**src/cpu_pkg.sv**
```systemverilog
`default_nettype none

package cpu_pkg;

    // major opcodes, instruction bits 31:26
    typedef enum logic [5:0] {
        OP_SPECIAL = 6'h00,
        OP_BEQ     = 6'h04,
        OP_BNE     = 6'h05,
        OP_ADDIU   = 6'h09,
        OP_ORI     = 6'h0d,
        OP_LUI     = 6'h0f
    } opcode_e;

    // SPECIAL function codes, instruction bits 5:0
    typedef enum logic [5:0] {
        FN_JR      = 6'h08,
        FN_SYSCALL = 6'h0c,
        FN_ADDU    = 6'h21,
        FN_SUBU    = 6'h23,
        FN_AND     = 6'h24,
        FN_OR      = 6'h25,
        FN_XOR     = 6'h26,
        FN_SLT     = 6'h2a
    } funct_e;

    typedef enum logic [2:0] {
        ALU_ADD,
        ALU_SUB,
        ALU_AND,
        ALU_OR,
        ALU_XOR,
        ALU_SLT,
        ALU_LUI
    } alu_op_e;

    // cause register encodings
    typedef enum logic [4:0] {
        EXC_ADEL = 5'd4,
        EXC_SYS  = 5'd8,
        EXC_RI   = 5'd10
    } exc_code_e;

    // {inst_valid, pc, ex, excode}
    localparam int PS_TO_FS_BUS_WD = 39;
    // {ex, excode, bd, inst, pc}
    localparam int FS_TO_DS_BUS_WD = 71;
    // {pc, ex, excode, bd, alu_op, src1, src2, dest, wen, is_syscall}
    localparam int DS_TO_ES_BUS_WD = 113;
    // {pc, ex, excode, bd, result, dest, wen}
    localparam int ES_TO_WS_BUS_WD = 77;

    localparam logic [31:0] RESET_PC   = 32'hbfc0_0000;
    localparam logic [31:0] EXC_VECTOR = 32'h0000_0380;

endpackage

`default_nettype wire

```
**src/pre_if_stage.sv**
```systemverilog
`timescale 1ns/1ns
`default_nettype none

module pre_if_stage import cpu_pkg::*; (
    input  logic                       clk,
    input  logic                       reset,
    input  logic                       fs_allowin,
    input  logic                       br_taken,
    input  logic [31:0]                br_target,
    input  logic                       flush,
    output logic                       ps_to_fs_valid,
    output logic [PS_TO_FS_BUS_WD-1:0] ps_to_fs_bus,
    output logic                       inst_req,
    output logic [31:0]                inst_addr
);

    logic        ps_valid;
    logic [31:0] pc;
    logic        br_pending;
    logic [31:0] br_pending_target;
    logic [31:0] fetch_pc;
    logic        ps_go;
    logic        adel;

    // branch resolved while fetch was stalled is held until it goes out
    assign fetch_pc = br_taken   ? br_target :
                      br_pending ? br_pending_target : pc;

    assign ps_go = ps_valid && fs_allowin && !flush;
    assign adel  = fetch_pc[1:0] != 2'b00;

    always_ff @(posedge clk) begin
        if (reset) begin
            ps_valid   <= 1'b0;
            pc         <= RESET_PC;
            br_pending <= 1'b0;
        end else begin
            ps_valid <= 1'b1;
            if (flush) begin
                pc         <= EXC_VECTOR;
                br_pending <= 1'b0;
            end else if (ps_go) begin
                pc         <= fetch_pc + 32'd4;
                br_pending <= 1'b0;
            end else if (br_taken) begin
                br_pending <= 1'b1;
            end
        end
    end

    always_ff @(posedge clk) begin
        if (br_taken) begin
            br_pending_target <= br_target;
        end
    end

    assign ps_to_fs_valid = ps_valid;
    // misaligned pc travels with ADEL and no instruction behind it
    assign ps_to_fs_bus   = {!adel, fetch_pc, adel, adel ? EXC_ADEL : 5'd0};
    assign inst_req       = ps_go;
    assign inst_addr      = fetch_pc;

endmodule

`default_nettype wire

```
**src/if_stage.sv**
```systemverilog
`timescale 1ns/1ns
`default_nettype none

module if_stage import cpu_pkg::*; (
    input  logic                       clk,
    input  logic                       reset,
    output logic                       fs_allowin,
    input  logic                       ds_allowin,
    input  logic [PS_TO_FS_BUS_WD-1:0] ps_to_fs_bus,
    input  logic                       ps_to_fs_valid,
    input  logic                       fs_bd,
    output logic                       fs_to_ds_valid,
    output logic [FS_TO_DS_BUS_WD-1:0] fs_to_ds_bus,
    input  logic                       flush,
    input  logic                       icache_busy,
    input  logic [31:0]                inst_rdata
);

    logic                       fs_valid;
    logic                       fs_ready_go;
    logic [PS_TO_FS_BUS_WD-1:0] ps_to_fs_bus_r;
    logic                       fs_inst_valid;
    logic [31:0]                fs_pc;
    logic                       fs_ex;
    logic [4:0]                 fs_excode;
    logic [31:0]                fs_inst;
    logic                       fs_bd_r;

    assign {fs_inst_valid, fs_pc, fs_ex, fs_excode} = ps_to_fs_bus_r;

    assign fs_ready_go    = !icache_busy;
    assign fs_allowin     = !fs_valid || (fs_ready_go && ds_allowin);
    assign fs_to_ds_valid = fs_valid && fs_ready_go;

    always_ff @(posedge clk) begin
        if (reset || flush) begin
            fs_valid <= 1'b0;
        end else if (fs_allowin) begin
            fs_valid <= ps_to_fs_valid;
        end
    end

    // cleared bus reads as an all-zero no-op
    always_ff @(posedge clk) begin
        if (reset || flush) begin
            ps_to_fs_bus_r <= '0;
        end else if (ps_to_fs_valid && fs_allowin) begin
            ps_to_fs_bus_r <= ps_to_fs_bus;
        end
    end

    // branch may leave decode while its delay slot still waits here
    always_ff @(posedge clk) begin
        if (reset || flush) begin
            fs_bd_r <= 1'b0;
        end else if (fs_to_ds_valid && ds_allowin) begin
            fs_bd_r <= 1'b0;
        end else if (fs_valid && fs_bd) begin
            fs_bd_r <= 1'b1;
        end
    end

    assign fs_inst      = fs_inst_valid ? inst_rdata : 32'd0;
    assign fs_to_ds_bus = {fs_ex, fs_excode, fs_bd || fs_bd_r, fs_inst, fs_pc};

endmodule

`default_nettype wire

```
**src/id_stage.sv**
```systemverilog
`timescale 1ns/1ns
`default_nettype none

module id_stage import cpu_pkg::*; (
    input  logic                       clk,
    input  logic                       reset,
    output logic                       ds_allowin,
    input  logic                       es_allowin,
    input  logic                       fs_to_ds_valid,
    input  logic [FS_TO_DS_BUS_WD-1:0] fs_to_ds_bus,
    output logic                       ds_to_es_valid,
    output logic [DS_TO_ES_BUS_WD-1:0] ds_to_es_bus,
    output logic                       fs_bd,
    output logic                       br_taken,
    output logic [31:0]                br_target,
    input  logic                       es_dest_valid,
    input  logic [4:0]                 es_dest,
    input  logic                       ws_dest_valid,
    input  logic [4:0]                 ws_dest,
    input  logic                       rf_we,
    input  logic [4:0]                 rf_waddr,
    input  logic [31:0]                rf_wdata,
    input  logic                       flush
);

    logic                       ds_valid;
    logic                       ds_ready_go;
    logic [FS_TO_DS_BUS_WD-1:0] fs_to_ds_bus_r;
    logic                       fs_ex;
    logic [4:0]                 fs_excode;
    logic                       ds_bd;
    logic [31:0]                ds_inst;
    logic [31:0]                ds_pc;
    opcode_e                    op;
    funct_e                     funct;
    logic [4:0]                 rs;
    logic [4:0]                 rt;
    logic [4:0]                 rd;
    logic [15:0]                imm;
    logic [31:0]                rf [32];
    logic [31:0]                rs_value;
    logic [31:0]                rt_value;
    alu_op_e                    alu_op;
    logic [31:0]                src2;
    logic [4:0]                 dest;
    logic                       wen;
    logic                       use_rs;
    logic                       use_rt;
    logic                       is_br;
    logic                       br_cond;
    logic                       is_syscall;
    logic                       ri;
    logic                       ds_ex;
    logic                       hazard;

    // register 0 reads zero, a write in this cycle is seen by the read
    function automatic logic [31:0] rf_read(input logic [4:0] addr);
        if (addr == 5'd0) return 32'd0;
        if (rf_we && rf_waddr == addr) return rf_wdata;
        return rf[addr];
    endfunction

    assign {fs_ex, fs_excode, ds_bd, ds_inst, ds_pc} = fs_to_ds_bus_r;
    assign op    = opcode_e'(ds_inst[31:26]);
    assign funct = funct_e'(ds_inst[5:0]);
    assign rs    = ds_inst[25:21];
    assign rt    = ds_inst[20:16];
    assign rd    = ds_inst[15:11];
    assign imm   = ds_inst[15:0];

    always_ff @(posedge clk) begin
        if (reset || flush) begin
            ds_valid <= 1'b0;
        end else if (ds_allowin) begin
            ds_valid <= fs_to_ds_valid;
        end
    end

    always_ff @(posedge clk) begin
        if (fs_to_ds_valid && ds_allowin) begin
            fs_to_ds_bus_r <= fs_to_ds_bus;
        end
        if (rf_we && rf_waddr != 5'd0) begin
            rf[rf_waddr] <= rf_wdata;
        end
    end

    always_comb begin
        rs_value = rf_read(rs);
        rt_value = rf_read(rt);
    end

    always_comb begin
        alu_op     = ALU_ADD;
        src2       = rt_value;
        dest       = rd;
        wen        = 1'b0;
        use_rs     = 1'b1;
        use_rt     = 1'b0;
        is_br      = 1'b0;
        br_cond    = 1'b0;
        is_syscall = 1'b0;
        ri         = 1'b0;
        // targets relative to the delay slot pc
        br_target  = ds_pc + 32'd4 + {{14{imm[15]}}, imm, 2'b00};
        case (op)
            OP_SPECIAL: begin
                use_rt = 1'b1;
                wen    = 1'b1;
                case (funct)
                    FN_ADDU: alu_op = ALU_ADD;
                    FN_SUBU: alu_op = ALU_SUB;
                    FN_AND:  alu_op = ALU_AND;
                    FN_OR:   alu_op = ALU_OR;
                    FN_XOR:  alu_op = ALU_XOR;
                    FN_SLT:  alu_op = ALU_SLT;
                    FN_JR: begin
                        wen       = 1'b0;
                        use_rt    = 1'b0;
                        is_br     = 1'b1;
                        br_cond   = 1'b1;
                        br_target = rs_value;
                    end
                    FN_SYSCALL: begin
                        wen        = 1'b0;
                        use_rs     = 1'b0;
                        use_rt     = 1'b0;
                        is_syscall = 1'b1;
                    end
                    default: begin
                        wen = 1'b0;
                        ri  = 1'b1;
                    end
                endcase
            end
            OP_BEQ, OP_BNE: begin
                use_rt  = 1'b1;
                is_br   = 1'b1;
                br_cond = (rs_value == rt_value) == (op == OP_BEQ);
            end
            OP_ADDIU: begin
                src2 = {{16{imm[15]}}, imm};
                dest = rt;
                wen  = 1'b1;
            end
            OP_ORI, OP_LUI: begin
                alu_op = (op == OP_ORI) ? ALU_OR : ALU_LUI;
                use_rs = (op == OP_ORI);
                src2   = {16'd0, imm};
                dest   = rt;
                wen    = 1'b1;
            end
            default: ri = 1'b1;
        endcase
    end

    // interlock on any source still owned by ex or wb
    assign hazard = (use_rs && rs != 5'd0 &&
                        ((es_dest_valid && es_dest == rs) || (ws_dest_valid && ws_dest == rs))) ||
                    (use_rt && rt != 5'd0 &&
                        ((es_dest_valid && es_dest == rt) || (ws_dest_valid && ws_dest == rt)));

    assign ds_ready_go    = !hazard;
    assign ds_allowin     = !ds_valid || (ds_ready_go && es_allowin);
    assign ds_to_es_valid = ds_valid && ds_ready_go;

    // an earlier fetch exception keeps its own code
    assign ds_ex = fs_ex || ri;

    assign ds_to_es_bus = {ds_pc, ds_ex, fs_ex ? fs_excode : EXC_RI, ds_bd, alu_op,
                           rs_value, src2, dest, wen && !ds_ex, is_syscall};

    assign fs_bd    = ds_valid && is_br;
    assign br_taken = ds_valid && ds_ready_go && es_allowin && is_br && br_cond;

endmodule

`default_nettype wire

```
**src/ex_stage.sv**
```systemverilog
`timescale 1ns/1ns
`default_nettype none

module ex_stage import cpu_pkg::*; (
    input  logic                       clk,
    input  logic                       reset,
    output logic                       es_allowin,
    input  logic                       ws_allowin,
    input  logic                       ds_to_es_valid,
    input  logic [DS_TO_ES_BUS_WD-1:0] ds_to_es_bus,
    output logic                       es_to_ws_valid,
    output logic [ES_TO_WS_BUS_WD-1:0] es_to_ws_bus,
    output logic                       es_dest_valid,
    output logic [4:0]                 es_dest,
    input  logic                       flush
);

    logic                       es_valid;
    logic                       es_ready_go;
    logic [DS_TO_ES_BUS_WD-1:0] ds_to_es_bus_r;
    logic [31:0]                es_pc;
    logic                       ds_ex;
    logic [4:0]                 ds_excode;
    logic                       es_bd;
    logic [2:0]                 es_alu_op;
    logic [31:0]                es_src1;
    logic [31:0]                es_src2;
    logic                       es_wen;
    logic                       es_is_syscall;
    logic                       es_ex;
    logic [31:0]                alu_result;

    assign {es_pc, ds_ex, ds_excode, es_bd, es_alu_op, es_src1, es_src2,
            es_dest, es_wen, es_is_syscall} = ds_to_es_bus_r;

    assign es_ready_go    = 1'b1;
    assign es_allowin     = !es_valid || (es_ready_go && ws_allowin);
    assign es_to_ws_valid = es_valid && es_ready_go;

    always_ff @(posedge clk) begin
        if (reset || flush) begin
            es_valid <= 1'b0;
        end else if (es_allowin) begin
            es_valid <= ds_to_es_valid;
        end
    end

    always_ff @(posedge clk) begin
        if (ds_to_es_valid && es_allowin) begin
            ds_to_es_bus_r <= ds_to_es_bus;
        end
    end

    always_comb begin
        case (alu_op_e'(es_alu_op))
            ALU_SUB: alu_result = es_src1 - es_src2;
            ALU_AND: alu_result = es_src1 & es_src2;
            ALU_OR:  alu_result = es_src1 | es_src2;
            ALU_XOR: alu_result = es_src1 ^ es_src2;
            ALU_SLT: alu_result = {31'd0, $signed(es_src1) < $signed(es_src2)};
            ALU_LUI: alu_result = {es_src2[15:0], 16'd0};
            default: alu_result = es_src1 + es_src2;
        endcase
    end

    assign es_ex = ds_ex || es_is_syscall;

    assign es_to_ws_bus = {es_pc, es_ex, ds_ex ? ds_excode : EXC_SYS, es_bd,
                           alu_result, es_dest, es_wen && !es_ex};

    assign es_dest_valid = es_valid && es_wen && !es_ex;

endmodule

`default_nettype wire

```
**src/wb_stage.sv**
```systemverilog
`timescale 1ns/1ns
`default_nettype none

module wb_stage import cpu_pkg::*; (
    input  logic                       clk,
    input  logic                       reset,
    output logic                       ws_allowin,
    input  logic                       es_to_ws_valid,
    input  logic [ES_TO_WS_BUS_WD-1:0] es_to_ws_bus,
    output logic                       rf_we,
    output logic [4:0]                 rf_waddr,
    output logic [31:0]                rf_wdata,
    output logic                       ws_dest_valid,
    output logic [4:0]                 ws_dest,
    output logic                       flush,
    output logic                       retire_valid,
    output logic [31:0]                retire_pc,
    output logic                       retire_wen,
    output logic [4:0]                 retire_waddr,
    output logic [31:0]                retire_wdata,
    output logic                       exc_valid,
    output exc_code_e                  exc_code,
    output logic [31:0]                exc_epc,
    output logic                       exc_bd
);

    logic                       ws_valid;
    logic                       ws_ready_go;
    logic [ES_TO_WS_BUS_WD-1:0] es_to_ws_bus_r;
    logic [31:0]                ws_pc;
    logic                       ws_ex;
    logic [4:0]                 ws_excode;
    logic                       ws_bd;
    logic [31:0]                ws_result;
    logic                       ws_wen;

    assign {ws_pc, ws_ex, ws_excode, ws_bd, ws_result, ws_dest, ws_wen} = es_to_ws_bus_r;

    // write-back never stalls
    assign ws_ready_go = 1'b1;
    assign ws_allowin  = !ws_valid || ws_ready_go;

    always_ff @(posedge clk) begin
        if (reset || flush) begin
            ws_valid <= 1'b0;
        end else if (ws_allowin) begin
            ws_valid <= es_to_ws_valid;
        end
    end

    always_ff @(posedge clk) begin
        if (es_to_ws_valid && ws_allowin) begin
            es_to_ws_bus_r <= es_to_ws_bus;
        end
    end

    assign retire_valid  = ws_valid && !ws_ex;
    assign retire_pc     = ws_pc;
    assign retire_wen    = ws_wen;
    assign retire_waddr  = ws_dest;
    assign retire_wdata  = ws_result;

    assign rf_we         = retire_valid && ws_wen;
    assign rf_waddr      = ws_dest;
    assign rf_wdata      = ws_result;
    assign ws_dest_valid = ws_valid && ws_wen;

    // exception commits here and empties the pipe
    assign flush     = ws_valid && ws_ex;
    assign exc_valid = flush;
    assign exc_code  = exc_code_e'(ws_excode);
    assign exc_epc   = ws_bd ? ws_pc - 32'd4 : ws_pc;
    assign exc_bd    = ws_bd;

endmodule

`default_nettype wire

```
**src/cpu_core.sv**
```systemverilog
`timescale 1ns/1ns
`default_nettype none

module cpu_core import cpu_pkg::*; (
    input  logic        clk,
    input  logic        reset,
    output logic        inst_req,
    output logic [31:0] inst_addr,
    input  logic [31:0] inst_rdata,
    input  logic        icache_busy,
    output logic        retire_valid,
    output logic [31:0] retire_pc,
    output logic        retire_wen,
    output logic [4:0]  retire_waddr,
    output logic [31:0] retire_wdata,
    output logic        exc_valid,
    output exc_code_e   exc_code,
    output logic [31:0] exc_epc,
    output logic        exc_bd
);

    logic                       fs_allowin;
    logic                       ds_allowin;
    logic                       es_allowin;
    logic                       ws_allowin;
    logic                       ps_to_fs_valid;
    logic [PS_TO_FS_BUS_WD-1:0] ps_to_fs_bus;
    logic                       fs_to_ds_valid;
    logic [FS_TO_DS_BUS_WD-1:0] fs_to_ds_bus;
    logic                       ds_to_es_valid;
    logic [DS_TO_ES_BUS_WD-1:0] ds_to_es_bus;
    logic                       es_to_ws_valid;
    logic [ES_TO_WS_BUS_WD-1:0] es_to_ws_bus;
    logic                       br_taken;
    logic [31:0]                br_target;
    logic                       fs_bd;
    logic                       es_dest_valid;
    logic [4:0]                 es_dest;
    logic                       ws_dest_valid;
    logic [4:0]                 ws_dest;
    logic                       rf_we;
    logic [4:0]                 rf_waddr;
    logic [31:0]                rf_wdata;
    logic                       flush;

    pre_if_stage u_pre_if (
        .clk, .reset, .fs_allowin, .br_taken, .br_target, .flush,
        .ps_to_fs_valid, .ps_to_fs_bus, .inst_req, .inst_addr
    );

    if_stage u_if (
        .clk, .reset, .fs_allowin, .ds_allowin, .ps_to_fs_bus, .ps_to_fs_valid,
        .fs_bd, .fs_to_ds_valid, .fs_to_ds_bus, .flush, .icache_busy, .inst_rdata
    );

    id_stage u_id (
        .clk, .reset, .ds_allowin, .es_allowin, .fs_to_ds_valid, .fs_to_ds_bus,
        .ds_to_es_valid, .ds_to_es_bus, .fs_bd, .br_taken, .br_target,
        .es_dest_valid, .es_dest, .ws_dest_valid, .ws_dest,
        .rf_we, .rf_waddr, .rf_wdata, .flush
    );

    ex_stage u_ex (
        .clk, .reset, .es_allowin, .ws_allowin, .ds_to_es_valid, .ds_to_es_bus,
        .es_to_ws_valid, .es_to_ws_bus, .es_dest_valid, .es_dest, .flush
    );

    wb_stage u_wb (
        .clk, .reset, .ws_allowin, .es_to_ws_valid, .es_to_ws_bus,
        .rf_we, .rf_waddr, .rf_wdata, .ws_dest_valid, .ws_dest, .flush,
        .retire_valid, .retire_pc, .retire_wen, .retire_waddr, .retire_wdata,
        .exc_valid, .exc_code, .exc_epc, .exc_bd
    );

endmodule

`default_nettype wire

```
**config.mk**
```make
export PLATFORM = sky130hd
export DESIGN_NAME = cpu_core
export DESIGN_NICKNAME = d
export VERILOG_FILES = /design/src/cpu_pkg.sv /design/src/pre_if_stage.sv /design/src/if_stage.sv /design/src/id_stage.sv /design/src/ex_stage.sv /design/src/wb_stage.sv /design/src/cpu_core.sv
export SDC_FILE = /design/constraint.sdc
export NUM_CORES = 2
export LEC_CHECK = 0
export BUFFER_PORTS_ARGS = -buffer_cell sky130_fd_sc_hd__clkbuf_2
export CAP_MARGIN = 20
export CORE_UTILIZATION = 27
export DETAILED_ROUTE_END_ITERATION = 10
export GPL_ROUTABILITY_DRIVEN = 0
export GPL_TIMING_DRIVEN = 0
export SLEW_MARGIN = 20
export SYNTH_ARGS = -nofsm -noshare
export SYNTH_HDL_FRONTEND = slang
export SYNTH_HIERARCHICAL = 1
export SYNTH_SLANG_ARGS = --single-unit
```
**constraint.sdc**
```tcl
create_clock -name clk -period 15.4 [get_ports clk]
set_input_delay 4.62 -clock clk [delete_from_list [all_inputs] [get_ports clk]]
set_output_delay 4.62 -clock clk [all_outputs]
set_load 0.02 [all_outputs]
```
== Yosys cells after proc, flatten, opt, wreduce, memory -nomap -nowiden ==
Memories as Yosys holds them, arrays and structs flattened. A register that Yosys moved wholly into a read port is not among the register bits.
Index checks and enable logic that the tools add are counted.

* Register bits: 371
* Bits in writable memories: 1024
* Input port bits: 35
* Output and inout port bits: 143
* Word-level logic and storage cells: 166
* Memories: 1

{| class="wikitable"
|+ Memory list
! memory !! depth !! bits a word !! read ports !! clocked after Yosys merged registers in !! wr ports !! RTL line !! source
|-
| u_id.rf || 32 || 32 || 2 || 2 || 1 || id_stage.sv:40 || <nowiki>logic [31:0] rf [32];</nowiki>
|}

* $add $sub $neg: 6
* Magnitude comparators: 1
* Equal/unequal tests: 25
* Mux-type cells: 47
* Bitwise operators: 3
* Reductions and logical operators: 65

{| class="wikitable"
|+ Operators by type and width
! operator !! count
|-
| $mux W32 || 15
|-
| $pmux W32 S6 || 1
|-
| $add A32 B3 Y32 const B || 2
|-
| $add A32 B32 Y32 || 2
|-
| $pmux W32 S2 || 1
|-
| $eq A6 B6 Y1 const B || 6
|-
| $and A32 B32 Y32 || 1
|-
| $eq A32 B32 Y1 || 1
|-
| $lt A32 B32 Y1 || 1
|-
| $or A32 B32 Y32 || 1
|-
| $sub A32 B3 Y32 const B || 1
|-
| $sub A32 B32 Y32 || 1
|-
| $xor A32 B32 Y32 || 1
|-
| $eq A6 B4 Y1 const B || 5
|-
| $logic_and A1 B1 Y1 || 29
|-
| $mux W5 || 5
|-
| $eq A5 B5 Y1 || 4
|-
| $mux W1 || 15
|-
| $pmux W3 S5 || 1
|-
| $reduce_bool A5 Y1 || 3
|-
| $eq A6 B3 Y1 const B || 2
|-
| $pmux W1 S2 || 6
|-
| $logic_not A5 Y1 || 2
|-
| $reduce_or A2 Y1 || 5
|-
| 14 further kinds || 36
|}

== Depth between registers and ports, before layout ==
* Depth after elaboration: 16
* Gate-level depth with buffers: 27
* Depth with buffers taken out: 23

== By module ==
Netlist, hierarchy kept.

{| class="wikitable"
|+ Modules (own cells, without submodules)
! module !! times used !! cells an instance !! area an instance (µm²) !! sequential area each (µm²)
|-
| id_stage || 1 || 3088 || 54041.8 || 33101.7
|-
| ex_stage || 1 || 1081 || 9735.6 || 3413.3
|-
| wb_stage || 1 || 288 || 4010.1 || 2332.2
|-
| pre_if_stage || 1 || 388 || 3706.1 || 1641.6
|-
| if_stage || 1 || 254 || 2155.8 || 820.8
|}

== Worst setup path before layout ==
Ideal clock, no wire load.

* Kind: reg2out
* Start: reg with a tool-made name
* End: out inst_addr[31]
* Arrival: 8081 ps
* Required time: 10780 ps
* Path slack: 2699 ps
* Stages on the path, launching flop included: 21
* Buffers on the path: 9
* Cells stage by stage: dfxtp_1 > buf_6 > buf_4 > buf_4 > buf_2 > mux4_2 > a22o_1 > a221oi_1 > o22ai_1 > a31o_2 > xor2_1 > nor4_2 > a21oi_1 > nor4bb_1 > buf_4 > buf_4 > buf_2 > clkbuf_1 > buf_1 > nand2_1 > o21ai_0

{| class="wikitable"
|+ RTL lines
! element !! RTL line !! source
|-
| to (decl) || cpu_core.sv:8 || <nowiki>output logic [31:0] inst_addr,</nowiki>
|}

==> flow_metrics.env <==
export IMPL_intPower_mw=6.62
export IMPL_slew_headroom=0.114
export IMPL_finalInstanceArea_mm2=0.0864
export IMPL_drt_wl_total_mm=285
export IMPL_period_needed_ns=14.71
export IMPL_worst_path_buf_inv=10
export IMPL_synth_edf_count=1317
export IMPL_via_per_inst=5.67
export IMPL_dr_first_iter_drc_count=8617
export IMPL_max_freq_mhz=68.0
export IMPL_crit_end="inst_addr[31]"
export IMPL_routedWlPerCell_um=30.6
export IMPL_hpwl_mm=206
export IMPL_power_frac_clock=0.415
export IMPL_initial_core_util=0.272
export IMPL_ctsHoldBuffers=0
export IMPL_post_cts_resized=0
export IMPL_portBuffers=177
export IMPL_slowest_stage="nor2_1"
export IMPL_yosysWarningCount=6
export IMPL_grt_overflow=0
export IMPL_cts_sinks=1405
export IMPL_grt_pass1_wl_mm=389
export IMPL_cp_arrival_ns=10.09
export IMPL_pwr_share_seq=0.474
export IMPL_rows=191
export IMPL_grt_pass1_vias=50100
export IMPL_power_density_mw_per_mm2=103
export IMPL_path_cells="clkbuf_1, nor2_1, clkbuf_1, clkbuf_1, a22oi_1, a21oi_1, a211oi_1, nor3_1, xor2_1, nor4_2, a21oi_1, nor4bb_4, buf_6, buf_4, buf_4, buf_2, clkbuf_1, buf_1, nand2_1, o21ai_0, clkbuf_2"
export IMPL_grt_util_all_layers=0.202
export IMPL_die_h_um=524
export IMPL_cpPeakStageDelay_ns=1.10
export IMPL_antenna_found_initial=14
export IMPL_syn_area_mm2=0.0736
export IMPL_post_route_period_util=0.955
export IMPL_cp_required_ns=10.78
export IMPL_clk_latency_ns=0.84
export IMPL_place_area_mm2=0.0815
export IMPL_grt_max_degree=46
export IMPL_cts_buffers=150
export IMPL_status="completed"
export IMPL_setup_viol=0
export IMPL_rsz0062_at_grt="false"
export IMPL_avgSynthCellArea_um2=14.4
export IMPL_root_buffer="clkbuf_16"
export IMPL_vdd_ir_drop_max_mv=0.103
export IMPL_p_comb_frac=0.111
export IMPL_drc_errors=0
export IMPL_critPathTopFamily="buffers and inverters"
export IMPL_synthTopCellsByCount="1,317 x edfxtp_1, 505 x mux4_2, 359 x nand2_1"
export IMPL_cts_root_to_sink_buffers=3
export IMPL_start_kind="register"
export IMPL_cts_max_level=4
export IMPL_postLayoutCoreUtil=0.319
export IMPL_ant_nets=0
export IMPL_reg2reg_depth=23
export IMPL_rr_endpoint="u_if/ps_to_fs_bus_r[2]"
export IMPL_netlist_instances=5099
export IMPL_hp_class="reg2reg"
export IMPL_layout_drive_gt1_share=0.285
export IMPL_total_power_mw=8.91
export IMPL_final_hold_viol_count=0
export IMPL_synth_area_top_cells="edfxtp_1 54%, mux4_2 15%, buf_4 3.2%"
export IMPL_die_width_um=524
export IMPL_ys_seq_area_frac=0.561
export IMPL_tightest_slew_ns=1.32
export IMPL_synth_most_common_cell="edfxtp_1"
export IMPL_clk_pin_slew_worst_paths_ns=0.06
export IMPL_yosysTopAreaCellShare=0.537
export IMPL_cp_common_cell="clkbuf_1"
export IMPL_async_reset_ff_frac=0
export IMPL_critPathKind="reg2out"
export IMPL_worstSetupEndpointType="output pin"
export IMPL_vias=52800
export IMPL_cp_depth=21
export IMPL_die_area_mm2=0.275
export IMPL_ios=178
export IMPL_drv_cap=0
export IMPL_critical_path_max_fanout=12
export IMPL_yosysTopAreaCell="edfxtp_1"
export IMPL_area_delta_synth_final_pct=17.4
export IMPL_synth_seq_cells=1405
export IMPL_maxSlewViolCount=0
export IMPL_cts_tree="yes"
export IMPL_switchingPower_mw=2.30
export IMPL_core_area_mm2=0.271
export IMPL_layout_nets=5814
export IMPL_swShare=0.258
export IMPL_synth_flop_cell="edfxtp_1"
export IMPL_ys_types=113
export IMPL_first_pass_iters=8
export IMPL_filler_cell_count=26500
export IMPL_clock_skew_final_ns=0.0859
export IMPL_post_cts_buffers=0
export IMPL_reg2reg_slack_ns=5.61
export IMPL_p_leak_nw=29.5
[per-layer routing]
layer / up-vias / wire length (µm) / global-route usage / share of wire
met3: 966 / 38100 / 0.0654 / 0.13
met2: 4227 / 125000 / 0.307 / 0.44
met4: 6 / 19800 / 0.117 / 0.069
met5: - / 40 / 0 / 0.00014
li1: 20800 / - / - / -
met1: 26700 / 102000 / 0.251 / 0.36
[layout make-up]
| class | count | area [µm²] | area share |
|---|---|---|---|
| Inverter | 147 | 556 | 0.00643 |
| Tap cell | 3570 | 4470 | 0.0517 |
| Multi-Input combinational cell | 2986 | 28500 | 0.329 |
| Sequential cell | 1405 | 41300 | 0.478 |
| Clock buffer | 189 | 3950 | 0.0457 |
| Antenna cell | 5 | 12.5 | 0.000145 |
| Buffer | 595 | 3810 | 0.0441 |
| Timing Repair Buffer | 336 | 2900 | 0.0336 |
| Clock inverter | 83 | 977 | 0.0113 |
[cells in the final DEF, fill, tap and decap left out, types with 76 or more instances in the layout]
master,Yosys,layout
inv_1,139,139
clkbuf_1,157,169
mux4_2,505,505
dfxtp_1,88,87
buf_4,310,362
xnor2_1,84,84
a22oi_1,133,133
o21ai_0,156,156
ha_1,155,155
clkbuf_16,0,152
clkbuf_2,0,201
nand2_1,359,359
a21oi_1,213,213
xor2_1,76,76
mux2i_1,193,193
nor3_1,104,83
edfxtp_1,1317,1317
buf_2,67,114
nor2_1,218,199
[cell families after synthesis]
| family | count (synthesis) | share of synthesized area |
|---|---|---|
| AOI/OAI and AO/OA | 907 | 0.0830 |
| xor gates and xnor gates | 161 | 0.0192 |
| adders and majority gates | 158 | 0.0271 |
| buffers and inverters | 742 | 0.0588 |
| DFF | 1405 | 0.561 |
| muxes | 714 | 0.183 |
| other | 3 | 0.000153 |
| and+or+nand+nor | 1009 | 0.0676 |
[sequential cells by signal (all words and copies together), names as in the netlist, named ones only]
name,cells
u_wb/ws_valid,1
u_if/ps_to_fs_bus_r,39
u_pre_if/br_pending_target,32
u_ex/ds_to_es_bus_r,113
u_id/rf,1024
u_wb/es_to_ws_bus_r,77
u_pre_if/ps_to_fs_valid,1
u_if/fs_bd_r,1
u_if/fs_valid,1
u_pre_if/br_pending,1
u_ex/es_to_ws_valid,1
u_pre_if/pc,32
u_id/fs_to_ds_bus_r,71
u_id/ds_valid,1
[per-stage QoR]
| step | hold slack, ns | cells | TNS (ns) | setup WS (ns) |
|---|---|---|---|---|
| after floorplan | 0.431 | 5133 | 0 | 2.70 |
| after global placement | 0.443 | 8880 | -94.73 | -3.80 |
| after detailed placement | 0.447 | 9039 | 0 | 1.90 |
| after CTS | 0.460 | 9311 | 0 | 0.995 |
| after global routing | 0.468 | 9311 | 0 | 0.672 |
| final | 0.457 | 9316 | 0 | 0.686 |
[how the worst min path moves through the flow]
stage	to	startpoint	cells past startpoint
global placement	u_if/ps_to_fs_bus_r[37]	u_if/ps_to_fs_bus_r[37]	2
floorplan	u_pre_if/pc[5]	u_pre_if/pc[5]	2
finish	u_if/ps_to_fs_bus_r[31]	u_if/ps_to_fs_bus_r[31]	2
global route	u_if/ps_to_fs_bus_r[26]	u_if/ps_to_fs_bus_r[26]	2
CTS	u_if/ps_to_fs_bus_r[28]	u_if/ps_to_fs_bus_r[28]	2
detailed placement	u_if/ps_to_fs_bus_r[36]	u_if/ps_to_fs_bus_r[36]	2
[worst min-delay path: stages (launching register included)]
cell and delay [ns]:
dfxtp_1 0.31, nand2_1 0.05, mux2i_1 0.05
[power groups by stage]
stage | combinational [mW] | sequential, mW | clock, mW
finish | 0.989 | 4.22 | 3.70
global route | 1.02 | 4.22 | 3.86
CTS | 0.953 | 4.22 | 3.73
detailed placement | 0.949 | 4.30 | 0
global placement | 0.935 | 4.31 | 0
floorplan | 0.593 | 4.28 | 0
(Power assumes the default switching activity.)
